### src/source/cache_pkg.sv
/* Geometry, message formats and controller states shared by the
   two-way blocking data cache and its testbench */
`default_nettype none

package cache_pkg;

  // ----------------------------------------
  // Geometry
  // ----------------------------------------
  localparam int addr_w     = 32;
  localparam int data_w     = 32;
  localparam int line_w     = 128;
  localparam int opaque_w   = 8;
  localparam int offset_w   = 4;                  // Byte offset within a line
  localparam int word_sel_w = 2;
  localparam int tag_w      = addr_w - offset_w;  // Whole address above the offset

  typedef enum logic [2:0] {
    msg_read  = 3'd0,
    msg_write = 3'd1,
    msg_init  = 3'd2
  } msg_type_e;

  typedef enum logic [3:0] {
    idle,
    tag_check,
    init_access,
    read_access,
    write_access,
    evict_prepare,
    evict_request,
    evict_wait,
    refill_request,
    refill_wait,
    refill_update,
    wait_resp
  } ctrl_state_e;

  // ----------------------------------------
  // Port messages
  // ----------------------------------------
  typedef struct packed {
    msg_type_e             msg_type;
    logic [opaque_w-1:0]   opaque;
    logic [addr_w-1:0]     addr;
    logic [data_w-1:0]     data;
  } cache_req_t;

  typedef struct packed {
    msg_type_e             msg_type;
    logic [opaque_w-1:0]   opaque;
    logic [1:0]            hit;     // Low bit only
    logic [data_w-1:0]     data;
  } cache_resp_t;

  typedef struct packed {
    msg_type_e             msg_type;
    logic [opaque_w-1:0]   opaque;
    logic [addr_w-1:0]     addr;
    logic [line_w-1:0]     data;
  } mem_req_t;

  typedef struct packed {
    msg_type_e             msg_type;
    logic [opaque_w-1:0]   opaque;
    logic [line_w-1:0]     data;
  } mem_resp_t;

  // Internal commands between controller and arrays
  typedef struct packed {
    logic                  hit;
    logic                  hit_way;
    logic                  victim_way;
    logic                  victim_valid;
    logic                  victim_dirty;
    logic [tag_w-1:0]      victim_tag;
  } tag_status_t;

  typedef struct packed {
    logic                  install;
    logic                  touch;
    logic                  set_dirty;
    logic                  way;
  } tag_update_t;

  typedef struct packed {
    logic                  way;
    logic [word_sel_w-1:0] word_sel;
    logic                  write_word;
    logic                  write_line;
    logic [data_w-1:0]     word;
    logic [line_w-1:0]     line;
  } data_cmd_t;

endpackage

`default_nettype wire

### src/source/cache_ctrl.sv
/* Blocking cache controller. Latches one request, walks the
   tag check, eviction and refill states, and builds all port messages */
`timescale 1ns/100ps
`default_nettype none

module cache_ctrl (
  input  wire                              clk,
  input  wire                              reset,
  input  wire                              cachereq_val,
  output logic                             cachereq_rdy,
  input  wire cache_pkg::cache_req_t       cachereq_msg,
  output logic                             cacheresp_val,
  input  wire                              cacheresp_rdy,
  output cache_pkg::cache_resp_t           cacheresp_msg,
  output logic                             memreq_val,
  input  wire                              memreq_rdy,
  output cache_pkg::mem_req_t              memreq_msg,
  input  wire                              memresp_val,
  output logic                             memresp_rdy,
  input  wire cache_pkg::mem_resp_t        memresp_msg,
  output logic [cache_pkg::addr_w-1:0]     req_addr,
  input  wire cache_pkg::tag_status_t      status,
  output cache_pkg::tag_update_t           tag_upd,
  output cache_pkg::data_cmd_t             data_cmd,
  input  wire [cache_pkg::data_w-1:0]      rd_word,
  input  wire [cache_pkg::line_w-1:0]      rd_line
);

  cache_pkg::ctrl_state_e       state_q;
  cache_pkg::ctrl_state_e       state_d;
  cache_pkg::cache_req_t        req_q;
  logic                         hit_q;
  logic [cache_pkg::data_w-1:0] resp_data_q;
  logic [cache_pkg::addr_w-1:0] evict_addr_q;
  logic [cache_pkg::line_w-1:0] evict_line_q;
  logic [cache_pkg::line_w-1:0] refill_line_q;
  logic                         init_way;

  // Init reuses a present line, else takes the victim
  assign init_way = status.hit ? status.hit_way : status.victim_way;

  // ----------------------------------------
  // State register and transitions
  // ----------------------------------------
  always_ff @(posedge clk) begin
    if (reset) begin
      state_q <= cache_pkg::idle;
    end else begin
      state_q <= state_d;
    end
  end

  always_comb begin
    state_d = state_q;
    case (state_q)
      cache_pkg::idle: if (cachereq_val) state_d = cache_pkg::tag_check;
      cache_pkg::tag_check: begin
        if (req_q.msg_type == cache_pkg::msg_init)
          state_d = cache_pkg::init_access;
        else if (status.hit && req_q.msg_type == cache_pkg::msg_write)
          state_d = cache_pkg::write_access;
        else if (status.hit)
          state_d = cache_pkg::read_access;
        else if (status.victim_valid && status.victim_dirty)
          state_d = cache_pkg::evict_prepare;
        else
          state_d = cache_pkg::refill_request;
      end
      cache_pkg::init_access,
      cache_pkg::read_access,
      cache_pkg::write_access:   state_d = cache_pkg::wait_resp;
      cache_pkg::evict_prepare:  state_d = cache_pkg::evict_request;
      cache_pkg::evict_request:  if (memreq_rdy) state_d = cache_pkg::evict_wait;
      cache_pkg::evict_wait:     if (memresp_val) state_d = cache_pkg::refill_request;
      cache_pkg::refill_request: if (memreq_rdy) state_d = cache_pkg::refill_wait;
      cache_pkg::refill_wait:    if (memresp_val) state_d = cache_pkg::refill_update;
      cache_pkg::refill_update: begin
        // Finish as a hit on the freshly installed line
        if (req_q.msg_type == cache_pkg::msg_write)
          state_d = cache_pkg::write_access;
        else
          state_d = cache_pkg::read_access;
      end
      cache_pkg::wait_resp:      if (cacheresp_rdy) state_d = cache_pkg::idle;
      default:                   state_d = cache_pkg::idle;
    endcase
  end

  // ----------------------------------------
  // Request latch and datapath registers
  // ----------------------------------------
  always_ff @(posedge clk) begin
    if (reset) begin
      req_q <= '0;
    end else if (state_q == cache_pkg::idle && cachereq_val) begin
      req_q <= cachereq_msg;
    end
  end

  always_ff @(posedge clk) begin
    if (state_q == cache_pkg::tag_check) begin
      hit_q       <= status.hit;   // Miss path keeps this at 0
      resp_data_q <= '0;
    end
    if (state_q == cache_pkg::read_access) begin
      resp_data_q <= rd_word;
    end
    if (state_q == cache_pkg::evict_prepare) begin
      evict_addr_q <= {status.victim_tag, {cache_pkg::offset_w{1'b0}}};
      evict_line_q <= rd_line;
    end
    if (state_q == cache_pkg::refill_wait && memresp_val) begin
      refill_line_q <= memresp_msg.data;
    end
  end

  // ----------------------------------------
  // Handshakes and messages
  // ----------------------------------------
  assign req_addr      = req_q.addr;
  assign cachereq_rdy  = (state_q == cache_pkg::idle);
  assign cacheresp_val = (state_q == cache_pkg::wait_resp);
  assign memreq_val    = (state_q == cache_pkg::evict_request) ||
                         (state_q == cache_pkg::refill_request);
  assign memresp_rdy   = (state_q == cache_pkg::evict_wait) ||
                         (state_q == cache_pkg::refill_wait);

  always_comb begin
    cacheresp_msg.msg_type = req_q.msg_type;   // Echoed from the request
    cacheresp_msg.opaque   = req_q.opaque;
    cacheresp_msg.hit      = {1'b0, hit_q};
    cacheresp_msg.data     = resp_data_q;
  end

  always_comb begin
    memreq_msg.opaque = req_q.opaque;
    if (state_q == cache_pkg::evict_request) begin
      memreq_msg.msg_type = cache_pkg::msg_write;
      memreq_msg.addr     = evict_addr_q;
      memreq_msg.data     = evict_line_q;
    end else begin
      memreq_msg.msg_type = cache_pkg::msg_read;
      memreq_msg.addr     = {req_q.addr[cache_pkg::addr_w-1:cache_pkg::offset_w],
                             {cache_pkg::offset_w{1'b0}}};
      memreq_msg.data     = '0;
    end
  end

  // Array commands stay quiet outside the access states
  always_comb begin
    tag_upd           = '0;
    data_cmd          = '0;
    data_cmd.word_sel = req_q.addr[cache_pkg::offset_w-1 -: cache_pkg::word_sel_w];
    data_cmd.word     = req_q.data;
    data_cmd.line     = refill_line_q;
    case (state_q)
      cache_pkg::init_access: begin
        tag_upd.install     = !status.hit;
        tag_upd.touch       = 1'b1;
        tag_upd.way         = init_way;
        data_cmd.way        = init_way;
        data_cmd.write_word = 1'b1;
      end
      cache_pkg::read_access: begin
        tag_upd.touch = 1'b1;
        tag_upd.way   = status.hit_way;
        data_cmd.way  = status.hit_way;
      end
      cache_pkg::write_access: begin
        tag_upd.touch       = 1'b1;
        tag_upd.set_dirty   = 1'b1;
        tag_upd.way         = status.hit_way;
        data_cmd.way        = status.hit_way;
        data_cmd.write_word = 1'b1;
      end
      cache_pkg::evict_prepare: data_cmd.way = status.victim_way;
      cache_pkg::refill_update: begin
        tag_upd.install     = 1'b1;   // Installed clean
        tag_upd.way         = status.victim_way;
        data_cmd.way        = status.victim_way;
        data_cmd.write_line = 1'b1;
      end
      default: ;
    endcase
  end

  a_resp_hold : assert property (
    @(posedge clk) disable iff (reset)
    cacheresp_val && !cacheresp_rdy |=> cacheresp_val && $stable(cacheresp_msg)
  );

endmodule

`default_nettype wire

### src/source/cache_data_array.sv
/* Line storage for both ways. Whole-line refill writes, single word
   writes, and combinational word and line reads of the selected way */
`timescale 1ns/100ps
`default_nettype none

module cache_data_array #(
  parameter int num_sets = 8
) (
  input  wire                              clk,
  input  wire cache_pkg::data_cmd_t        data_cmd,
  input  wire [cache_pkg::addr_w-1:0]      req_addr,
  output logic [cache_pkg::data_w-1:0]     rd_word,
  output logic [cache_pkg::line_w-1:0]     rd_line
);

  localparam int idx_w = $clog2(num_sets);

  logic [cache_pkg::line_w-1:0] line_q [2][num_sets];
  logic [idx_w-1:0]             idx;
  logic [cache_pkg::line_w-1:0] cur_line;

  assign idx      = req_addr[cache_pkg::offset_w +: idx_w];
  assign cur_line = line_q[data_cmd.way][idx];

  // ----------------------------------------
  // Writes
  // ----------------------------------------
  always_ff @(posedge clk) begin
    if (data_cmd.write_line) begin
      line_q[data_cmd.way][idx] <= data_cmd.line;
    end else if (data_cmd.write_word) begin
      // Insert one word and keep the rest of the line
      line_q[data_cmd.way][idx][data_cmd.word_sel*cache_pkg::data_w +: cache_pkg::data_w]
        <= data_cmd.word;
    end
  end

  // ----------------------------------------
  // Reads
  // ----------------------------------------
  assign rd_line = cur_line;   // Victim line for write-back
  assign rd_word = cur_line[data_cmd.word_sel*cache_pkg::data_w +: cache_pkg::data_w];

  // Refill and store are separate controller states
  a_one_write : assert property (
    @(posedge clk) !(data_cmd.write_word && data_cmd.write_line)
  );

endmodule

`default_nettype wire

### src/source/cache_tag_array.sv
/* Tag, valid, dirty and LRU state for both ways of every set.
   Decodes hit and victim for the latched address each cycle */
`timescale 1ns/100ps
`default_nettype none

module cache_tag_array #(
  parameter int num_sets = 8
) (
  input  wire                              clk,
  input  wire                              reset,
  input  wire [cache_pkg::addr_w-1:0]      req_addr,
  input  wire cache_pkg::tag_update_t      tag_upd,
  output cache_pkg::tag_status_t           status
);

  localparam int idx_w = $clog2(num_sets);

  logic [idx_w-1:0]             idx;
  logic [cache_pkg::tag_w-1:0]  addr_tag;
  logic [cache_pkg::tag_w-1:0]  tag_q [2][num_sets];
  logic [1:0]                   valid_q [num_sets];   // One bit per way
  logic [1:0]                   dirty_q [num_sets];
  logic [num_sets-1:0]          lru_q;                // Names the next victim
  logic [1:0]                   match;
  logic                         victim;

  assign idx      = req_addr[cache_pkg::offset_w +: idx_w];
  assign addr_tag = req_addr[cache_pkg::addr_w-1:cache_pkg::offset_w];

  // ----------------------------------------
  // Hit and victim decode
  // ----------------------------------------
  assign match[0] = valid_q[idx][0] && (tag_q[0][idx] == addr_tag);
  assign match[1] = valid_q[idx][1] && (tag_q[1][idx] == addr_tag);
  assign victim   = lru_q[idx];

  always_comb begin
    status.hit          = |match;
    status.hit_way      = match[1];
    status.victim_way   = victim;
    status.victim_valid = valid_q[idx][victim];
    status.victim_dirty = dirty_q[idx][victim];
    status.victim_tag   = tag_q[victim][idx];   // Write-back address source
  end

  // ----------------------------------------
  // Updates
  // ----------------------------------------
  always_ff @(posedge clk) begin
    if (tag_upd.install) begin
      tag_q[tag_upd.way][idx] <= addr_tag;
    end
  end

  always_ff @(posedge clk) begin
    if (reset) begin
      for (int s = 0; s < num_sets; s++) begin
        valid_q[s] <= 2'b00;
        dirty_q[s] <= 2'b00;
      end
      lru_q <= '0;
    end else begin
      if (tag_upd.install) begin
        valid_q[idx][tag_upd.way] <= 1'b1;
        dirty_q[idx][tag_upd.way] <= tag_upd.set_dirty;   // Clean unless told
      end else if (tag_upd.set_dirty) begin
        dirty_q[idx][tag_upd.way] <= 1'b1;
      end
      // Point away from the way just used
      if (tag_upd.touch) begin
        lru_q[idx] <= ~tag_upd.way;
      end
    end
  end

  // Controller must never install a duplicate tag in a set
  a_single_hit : assert property (
    @(posedge clk) disable iff (reset) !(match[0] && match[1])
  );

endmodule

`default_nettype wire

### src/source/cache_top.sv
/* Top of the 256-byte two-way data cache. Joins the controller to the
   tag and data arrays and exposes the cache and memory handshake ports */
`timescale 1ns/100ps
`default_nettype none

module cache_top #(
  parameter int num_sets = 8
) (
  input  wire                              clk,
  input  wire                              reset,

  // Cache side
  input  wire                              cachereq_val,
  output logic                             cachereq_rdy,
  input  wire cache_pkg::cache_req_t       cachereq_msg,
  output logic                             cacheresp_val,
  input  wire                              cacheresp_rdy,
  output cache_pkg::cache_resp_t           cacheresp_msg,

  // Memory side
  output logic                             memreq_val,
  input  wire                              memreq_rdy,
  output cache_pkg::mem_req_t              memreq_msg,
  input  wire                              memresp_val,
  output logic                             memresp_rdy,
  input  wire cache_pkg::mem_resp_t        memresp_msg
);

  logic [cache_pkg::addr_w-1:0] req_addr;
  cache_pkg::tag_status_t       status;
  cache_pkg::tag_update_t       tag_upd;
  cache_pkg::data_cmd_t         data_cmd;
  logic [cache_pkg::data_w-1:0] rd_word;
  logic [cache_pkg::line_w-1:0] rd_line;

  cache_ctrl u_ctrl (
    .clk           (clk),
    .reset         (reset),
    .cachereq_val  (cachereq_val),
    .cachereq_rdy  (cachereq_rdy),
    .cachereq_msg  (cachereq_msg),
    .cacheresp_val (cacheresp_val),
    .cacheresp_rdy (cacheresp_rdy),
    .cacheresp_msg (cacheresp_msg),
    .memreq_val    (memreq_val),
    .memreq_rdy    (memreq_rdy),
    .memreq_msg    (memreq_msg),
    .memresp_val   (memresp_val),
    .memresp_rdy   (memresp_rdy),
    .memresp_msg   (memresp_msg),
    .req_addr      (req_addr),
    .status        (status),
    .tag_upd       (tag_upd),
    .data_cmd      (data_cmd),
    .rd_word       (rd_word),
    .rd_line       (rd_line)
  );

  cache_tag_array #(.num_sets(num_sets)) u_tag_array (
    .clk      (clk),
    .reset    (reset),
    .req_addr (req_addr),
    .tag_upd  (tag_upd),
    .status   (status)
  );

  // Line storage for both ways
  cache_data_array #(.num_sets(num_sets)) u_data_array (
    .clk      (clk),
    .data_cmd (data_cmd),
    .req_addr (req_addr),
    .rd_word  (rd_word),
    .rd_line  (rd_line)
  );

endmodule

`default_nettype wire

### config.mk
export PLATFORM = sky130hd
export DESIGN_NAME = cache_top
export DESIGN_NICKNAME = d
export VERILOG_FILES = /design/src/source/cache_pkg.sv /design/src/source/cache_ctrl.sv /design/src/source/cache_data_array.sv /design/src/source/cache_tag_array.sv /design/src/source/cache_top.sv
export SDC_FILE = /design/constraint.sdc
export NUM_CORES = 2
export LEC_CHECK = 0
export BUFFER_PORTS_ARGS = -buffer_cell sky130_fd_sc_hd__buf_4
export CAP_MARGIN = 20
export CORE_ASPECT_RATIO = 0.8
export CORE_MARGIN = 2
export CORE_UTILIZATION = 35
export DETAILED_ROUTE_END_ITERATION = 8
export PLACE_DENSITY = 0.58
export SYNTH_ARGS = -nofsm -noshare
export SYNTH_HDL_FRONTEND = slang
export SYNTH_SLANG_ARGS = --single-unit
### constraint.sdc
create_clock -name clk -period 12.05 [get_ports clk]
set_clock_uncertainty 0.1 [all_clocks]
set_input_delay 1.205 -clock clk [delete_from_list [all_inputs] [get_ports clk]]
set_output_delay 1.205 -clock clk [all_outputs]
set_load 0.02 [all_outputs]
* Word level (Yosys, flattened, before mapping)
Memories as Yosys holds them, arrays and structs flattened. A register that Yosys moved wholly into a read port is not among the register bits. Cells that the tools add are included.
Storage, ports and cells: register bits after elaboration 404, RAM bits 2528, input bits 220, output and inout bits 220, word-level logic and storage cells 2201, memories 4
Memory list:
- u_data_array.line_q | words 2, width 1024, read ports 1, clocked after Yosys merged registers in 0, wr ports 1, line cache_data_array.sv:18 | logic [cache_pkg::line_w-1:0] line_q [2][num_sets];
- u_tag_array.tag_q | words 2, width 224, read ports 3, clocked after Yosys merged registers in 0, wr ports 1, line cache_tag_array.sv:20 | logic [cache_pkg::tag_w-1:0] tag_q [2][num_sets];
- u_tag_array.dirty_q | words 8, width 2, read ports 1, clocked after Yosys merged registers in 1, wr ports 8, line cache_tag_array.sv:22 | logic [1:0] dirty_q [num_sets];
- u_tag_array.valid_q | words 8, width 2, read ports 1, clocked after Yosys merged registers in 1, wr ports 8, line cache_tag_array.sv:21 | logic [1:0] valid_q [num_sets];
Operators by class: $add $sub $neg 1, $lt $le $gt $ge 7, equality and inequality tests 21, shift-type cells 3, muxes and demuxes 1104, bitwise logic cells 1028, reductions and logical operators 22
Operator list (count):
- $mux 1024 | 2
- $mux 1 | 1049
- $or 1x1->1 | 1026
- $demux 128 s3 | 2
- $mux 128 | 4
- $bmux 128 s3 | 1
- $bmux 28 s3 | 3
- $mux 224 | 1
- $mux 28 | 7
- $mux 160 | 1
- $shift 32x34->128 const A | 1
- $shiftx 128x8->32 | 1
- $shiftx 32x34->128 | 1
- $demux 28 s3 | 1
- $mux 32 | 2
- $eq 28x28->1 | 2
- $mux 4 | 10
- $pmux 4 s10 | 1
- $neg 7->34 | 1
- $mux 3 | 7
- $eq 4x3->1 const B | 4
- $eq 4x4->1 const B | 4
- $mux 2 | 6
- $reduce_or 2->1 | 6
- other kinds (27) | 43

* Depth between registers and ports, before layout
depth after elaboration 17, gate-level depth with buffers 24, mapped depth without buffers 13

* Hierarchy
From an unflattened synthesis, not the netlist that was laid out.
Second synthesis, totals: cells, all modules 8435, area, all modules 125505.4 um^2
By module, submodules not included:
- cache_data_array | times used 1, cells an instance 6034, area each 89044.2 um^2, seq. area each 61499.0 um^2
- cache_tag_array | times used 1, cells an instance 1439, area each 22197.5 um^2, seq. area each 14413.8 um^2
- cache_ctrl | times used 1, cells an instance 962, area each 14263.7 um^2, seq. area each 11100.6 um^2

* Worst setup path before layout
OpenSTA, ideal clock, no wires.
kind input -> register, start point in memresp_val, end point reg u_ctrl.refill_line_q[0] (netlist bit) (enable), library setup time 772 ps, data arrival time 9918 ps, required time 11178 ps, path slack 1261 ps, cell stages on the path 2, path buffers 0, cell sequence inv_1 -> nor3_1
Between the ends: longest elaborated chain between the ends 1
Ends and longest elaborated chain:
- start: declaration | line cache_top.sv:24 | input wire memresp_val,
- $logic_and 1x1->1 | line cache_ctrl.sv:112 | if (state_q == cache_pkg::refill_wait && memresp_val) begin
- end signal: assignment | line cache_ctrl.sv:113 | refill_line_q <= memresp_msg.data;
- end: declaration | line cache_ctrl.sv:36 | logic [cache_pkg::line_w-1:0] refill_line_q;
No other way between the ends. A chain may end at the register's enable or synchronous reset.

* Final worst setup path
start point reg u_ctrl.req_q (netlist bit u_ctrl.req_addr[5]), end point reg u_ctrl.resp_data_q[24] (netlist bit), data pin
Between the ends: longest elaborated chain between the ends 15, elaborated cells on any way between the ends 22, those cells by class eq/ne: 2; shift: 1; mux: 14; bitwise: 1; reduce/logical: 3; memory: 1
Ends and longest elaborated chain:
- start: declaration | line cache_ctrl.sv:31 | cache_pkg::cache_req_t req_q;
- start signal: assignment | line cache_ctrl.sv:96 | req_q <= cachereq_msg;
- $not 3->4 (implied by the code) | line cache_data_array.sv:23, cache_tag_array.sv:33, cache_tag_array.sv:34
- $bmux 28 s3, on equally long branches | line cache_tag_array.sv:34, cache_tag_array.sv:33
- $mux 28, on equally long branches (2 in series) | line cache_tag_array.sv:34, cache_tag_array.sv:33
- $eq 28x28->1, on equally long branches | line cache_tag_array.sv:34, cache_tag_array.sv:33
- $logic_and 1x1->1, on equally long branches | line cache_tag_array.sv:34, cache_tag_array.sv:33
- $reduce_or 2->1 | line cache_tag_array.sv:38 | status.hit = |match;
- $mux 1 | line cache_ctrl.sv:40 | assign init_way = status.hit ? status.hit_way : status.victim_way;
- $pmux 1 s3 | line cache_ctrl.sv:156 | case (state_q)
- $mem_v2 2x1024
- $bmux 128 s3 * | line cache_data_array.sv:23 | assign cur_line = line_q[data_cmd.way][idx];
- $mux 128 (implied by the code) * (2 in series) | line cache_data_array.sv:23
- net rd_line (one bit) | line cache_top.sv:34 | logic [cache_pkg::line_w-1:0] rd_line;
- $shiftx 128x8->32 * | line cache_data_array.sv:42 | assign rd_word = cur_line[data_cmd.word_sel*cache_pkg::data_w +: cache_pkg::data_w];
- $mux 32 * | line cache_ctrl.sv:105 | if (state_q == cache_pkg::read_access) begin
- end signal: assignment | line cache_ctrl.sv:106 | resp_data_q <= rd_word;
- end: declaration | line cache_ctrl.sv:33 | logic [cache_pkg::data_w-1:0] resp_data_q;
Mark *: on every way through the listed nets, which the timed path passes. The rest lies on a longest branch. The select of a mux whose other input is x is not followed.

==> results.sh <==
export IMPL_status="finished clean"
export IMPL_drtPass1Iterations=8
export IMPL_grt_pass1_wl_um=616800
export IMPL_wire_per_inst_um=32.49
export IMPL_critPathMaxStageDelay_ps=820
export IMPL_numCtsBuffers=298
export IMPL_drt_iter0_markers=11480
export IMPL_worstPathRequired_ps=12560
export IMPL_tns_ps=0
export IMPL_critPathTopFamily="simple AND/OR/NAND/NOR gates"
export IMPL_drc=0
export IMPL_die_area_um2=363900
export IMPL_rsz0062_at_grt="false"
export IMPL_crit_chain="buf_4, and2_4, buf_4, a222oi_1, a21boi_0, o2111ai_1, nor4_1, and4b_1, a21o_2, and2_4, buf_12, buf_12, mux4_2, a22oi_1, nand2_1, a22oi_1, nand2_1"
export IMPL_finalCritPeriodShare=0.7203
export IMPL_synth_seq_cells=2933
export IMPL_crit_buf_inv=4
export IMPL_synth_top_cell_area_share=0.6759
export IMPL_port_buffers=419
export IMPL_layout_drive_gt1_share=0.1934
export IMPL_synth_edf_count=2829
export IMPL_fin_ws_ps=3370
export IMPL_fin_total_pwr_mw=26.62
export IMPL_slew_headroom=0.1614
export IMPL_synthTopCellsByArea="edfxtp_1 68%, mux4_2 7.6%, nand2_1 4.7%, o21ai_0 4.4%, mux2i_1 3.2%"
export IMPL_grt_max_degree=119
export IMPL_worstPathArrival_ps=9190
export IMPL_synth_top_area_cell="edfxtp_1"
export IMPL_vias=81690
export IMPL_cts_tree="done"
export IMPL_placed_cells=13420
export IMPL_synthFlopType="edfxtp_1"
export IMPL_r2r_start="u_ctrl.req_addr[5]"
export IMPL_cts_sinks=2933
export IMPL_die_w_um=674.0
export IMPL_drt_wl_total_um=454100
export IMPL_area_growth_pct=14.50
export IMPL_synthArstFlopShare=0
export IMPL_clock_latency_ps=930
export IMPL_viasPerCell=5.844
export IMPL_clk_pin_slew_worst_paths_ps=60
export IMPL_synth_most_common_cell="edfxtp_1"
export IMPL_fmax_mhz=115.2
export IMPL_cts_hold_buf=0
export IMPL_ys_types=90
export IMPL_critPathCaptureType="register"
export IMPL_leakagePower_nw=49.93
export IMPL_hold_path_class="reg -> reg"
export IMPL_drv_slew=0
export IMPL_ant_nets=0
export IMPL_synthTopCellsByCount="2829 x edfxtp_1, 1588 x nand2_1, 1100 x o21ai_0"
export IMPL_root_buffer="clkbuf_16"
export IMPL_grt_overflow_total=0
export IMPL_chipHeight_um=540.0
export IMPL_yosys_warnings=0
export IMPL_antenna_found_initial=45
export IMPL_ys_seq_area_frac=0.6925
export IMPL_final_hold_viol_count=0
export IMPL_pre_cts_ws_ps=3629
export IMPL_syn_inst=8719
export IMPL_power_density_nw_per_um2=185.0
export IMPL_max_vdd_ir_drop_uv=122.3
export IMPL_synth_area_um2=125700
export IMPL_avgSynthCellArea_um2=14.42
export IMPL_worstMarginPinSlew_ps=1256
export IMPL_cts_buffer_depth=4
export IMPL_path_class="reg -> reg"
export IMPL_maxCapViolCount=0
export IMPL_setup_worst_path_start_class="register"
export IMPL_hp_start="u_tag_array.valid_q[4][0]"
export IMPL_finalSetupViolCount=0
export IMPL_cp_slowest_cell="dfxtp_4"
export IMPL_path_max_fanout=56
export IMPL_fp_row_count=196
export IMPL_crit_start="u_ctrl.req_addr[5]"
export IMPL_start_util=0.3522
export IMPL_cts_resized=0
export IMPL_stdcell_count=13980
export IMPL_fin_crit_ps=8680
export IMPL_core_area_um2=356800
export IMPL_nFillCells=32540
export IMPL_hpwl_um=276000
export IMPL_num_nets_final=9194
export IMPL_grt_pass1_vias=78230
export IMPL_ios=440
export IMPL_cts_setup_buffers=0
export IMPL_grt_util_all_layers=0.2417
export IMPL_cts_max_level=5
export IMPL_routabilityCongestion=0.8770
==> layout by cell type (no fill, tap or decap), types with 19 or more instances in the layout <==
master	netlist	routed
clkbuf_1	533	61
a22o_1	66	66
mux2_2	107	107
nor4_1	23	22
and2_1	158	156
clkbuf_16	0	304
a211o_1	55	55
nor3_1	27	25
xnor2_1	30	30
o21ai_0	1100	1100
mux2i_1	403	401
nand3_1	40	40
buf_4	50	636
nand2_1	1588	1546
nand4_1	23	23
clkinv_2	0	40
diode_2	0	34
nor2_1	240	146
or4_1	19	19
a22oi_1	139	139
o22a_1	20	20
nand2_2	1	28
mux4_2	422	422
o22ai_1	155	155
bufinv_16	0	20
dfxtp_1	104	91
edfxtp_1	2829	2829
nor2_4	0	83
clkinv_1	1	60
a21oi_1	188	188
==> path summary, 6_finish.rpt <==
check                                                 end  depth (start not counted)  slack, ps
worst max-delay path               u_ctrl.resp_data_q[24]                         17       3370
worst min-delay path            u_tag_array.valid_q[4][0]                          2        370
worst max register to register     u_ctrl.resp_data_q[24]                         17       3370
worst min register to register  u_tag_array.valid_q[4][0]                          2        370
==> cell families (layout without fill, tap and decap cells) <==
group,count (synthesis),after routing,synth area share
mux,933,933,0.1174
other cells,1,41,0.00002984
compound gates,1874,1874,0.08718
buf+inv,733,1201,0.02652
simple gates,2204,2204,0.07339
fa+ha+maj,5,5,0.0004977
flops,2933,2933,0.6925
xor+xnor,36,36,0.002509
==> through the flow <==
stage / instance area [um^2] / util / hold WS, ps
detailed placement: 134500 / 0.3768 / 357.5
global placement: 134400 / 0.3767 / 342.3
floorplan: 125700 / - / 331.5
CTS: 143800 / 0.4029 / 329.3
global route: 143900 / 0.4032 / 351.5
finish: 143900 / 0.4033 / 371.5
==> flip-flops by register name, indices dropped and copies added, names as in the netlist, named ones only <==
name                  flops
u_tag_array.valid_q      16
u_ctrl.resp_data_q       32
u_data_array.line_q    2048
u_ctrl.state_q            4
u_ctrl.evict_addr_q      28
u_ctrl.refill_line_q    128
u_ctrl.req_addr          30
u_ctrl.hit_q              1
u_ctrl.evict_line_q     128
u_ctrl.cacheresp_msg     11
u_ctrl.data_cmd          32
u_tag_array.dirty_q      16
u_tag_array.tag_q       448
u_tag_array.lru_q         8
==> per-layer routing <==
layer | part of all wire | vias up | global-route usage
met5 | 0.00024 | - | 0
met4 | 0.058 | 18 | 0.1274
met3 | 0.11 | 897 | 0.04727
met2 | 0.46 | 5190 | 0.3765
met1 | 0.38 | 41710 | 0.3208
li1 | - | 33880 | -
==> power breakdown <==
group | total (mW) | switching [mW] | internal (mW)
sequential | 12.3 | 0.525 | 11.8
combinational | 5.24 | 3.72 | 1.52
clock | 9.11 | 3.98 | 5.12
==> tightest hold or removal path, delay by kind of cell, from the launching register on <==
kind | cells | cell delay, ps
AOI/OAI and AO/OA | 1 | 40
and+or+nand+nor | 1 | 70
DFF | 1 | 330
==> layout make-up <==
cell class                 instances  area [um^2]  share of cell area
antenna                           34        85.08           0.0005912
clock buffer                     375         7974             0.05541
clock inverter                   149         1326            0.009216
inverter                          20        75.07           0.0005216
multi-input combinational       5059        36250              0.2519
sequential                      2933        87060              0.6049
tap                             4752         5946             0.04131
timing repair buffer             657         5202             0.03615
Power figures use the tool's default switching activity.
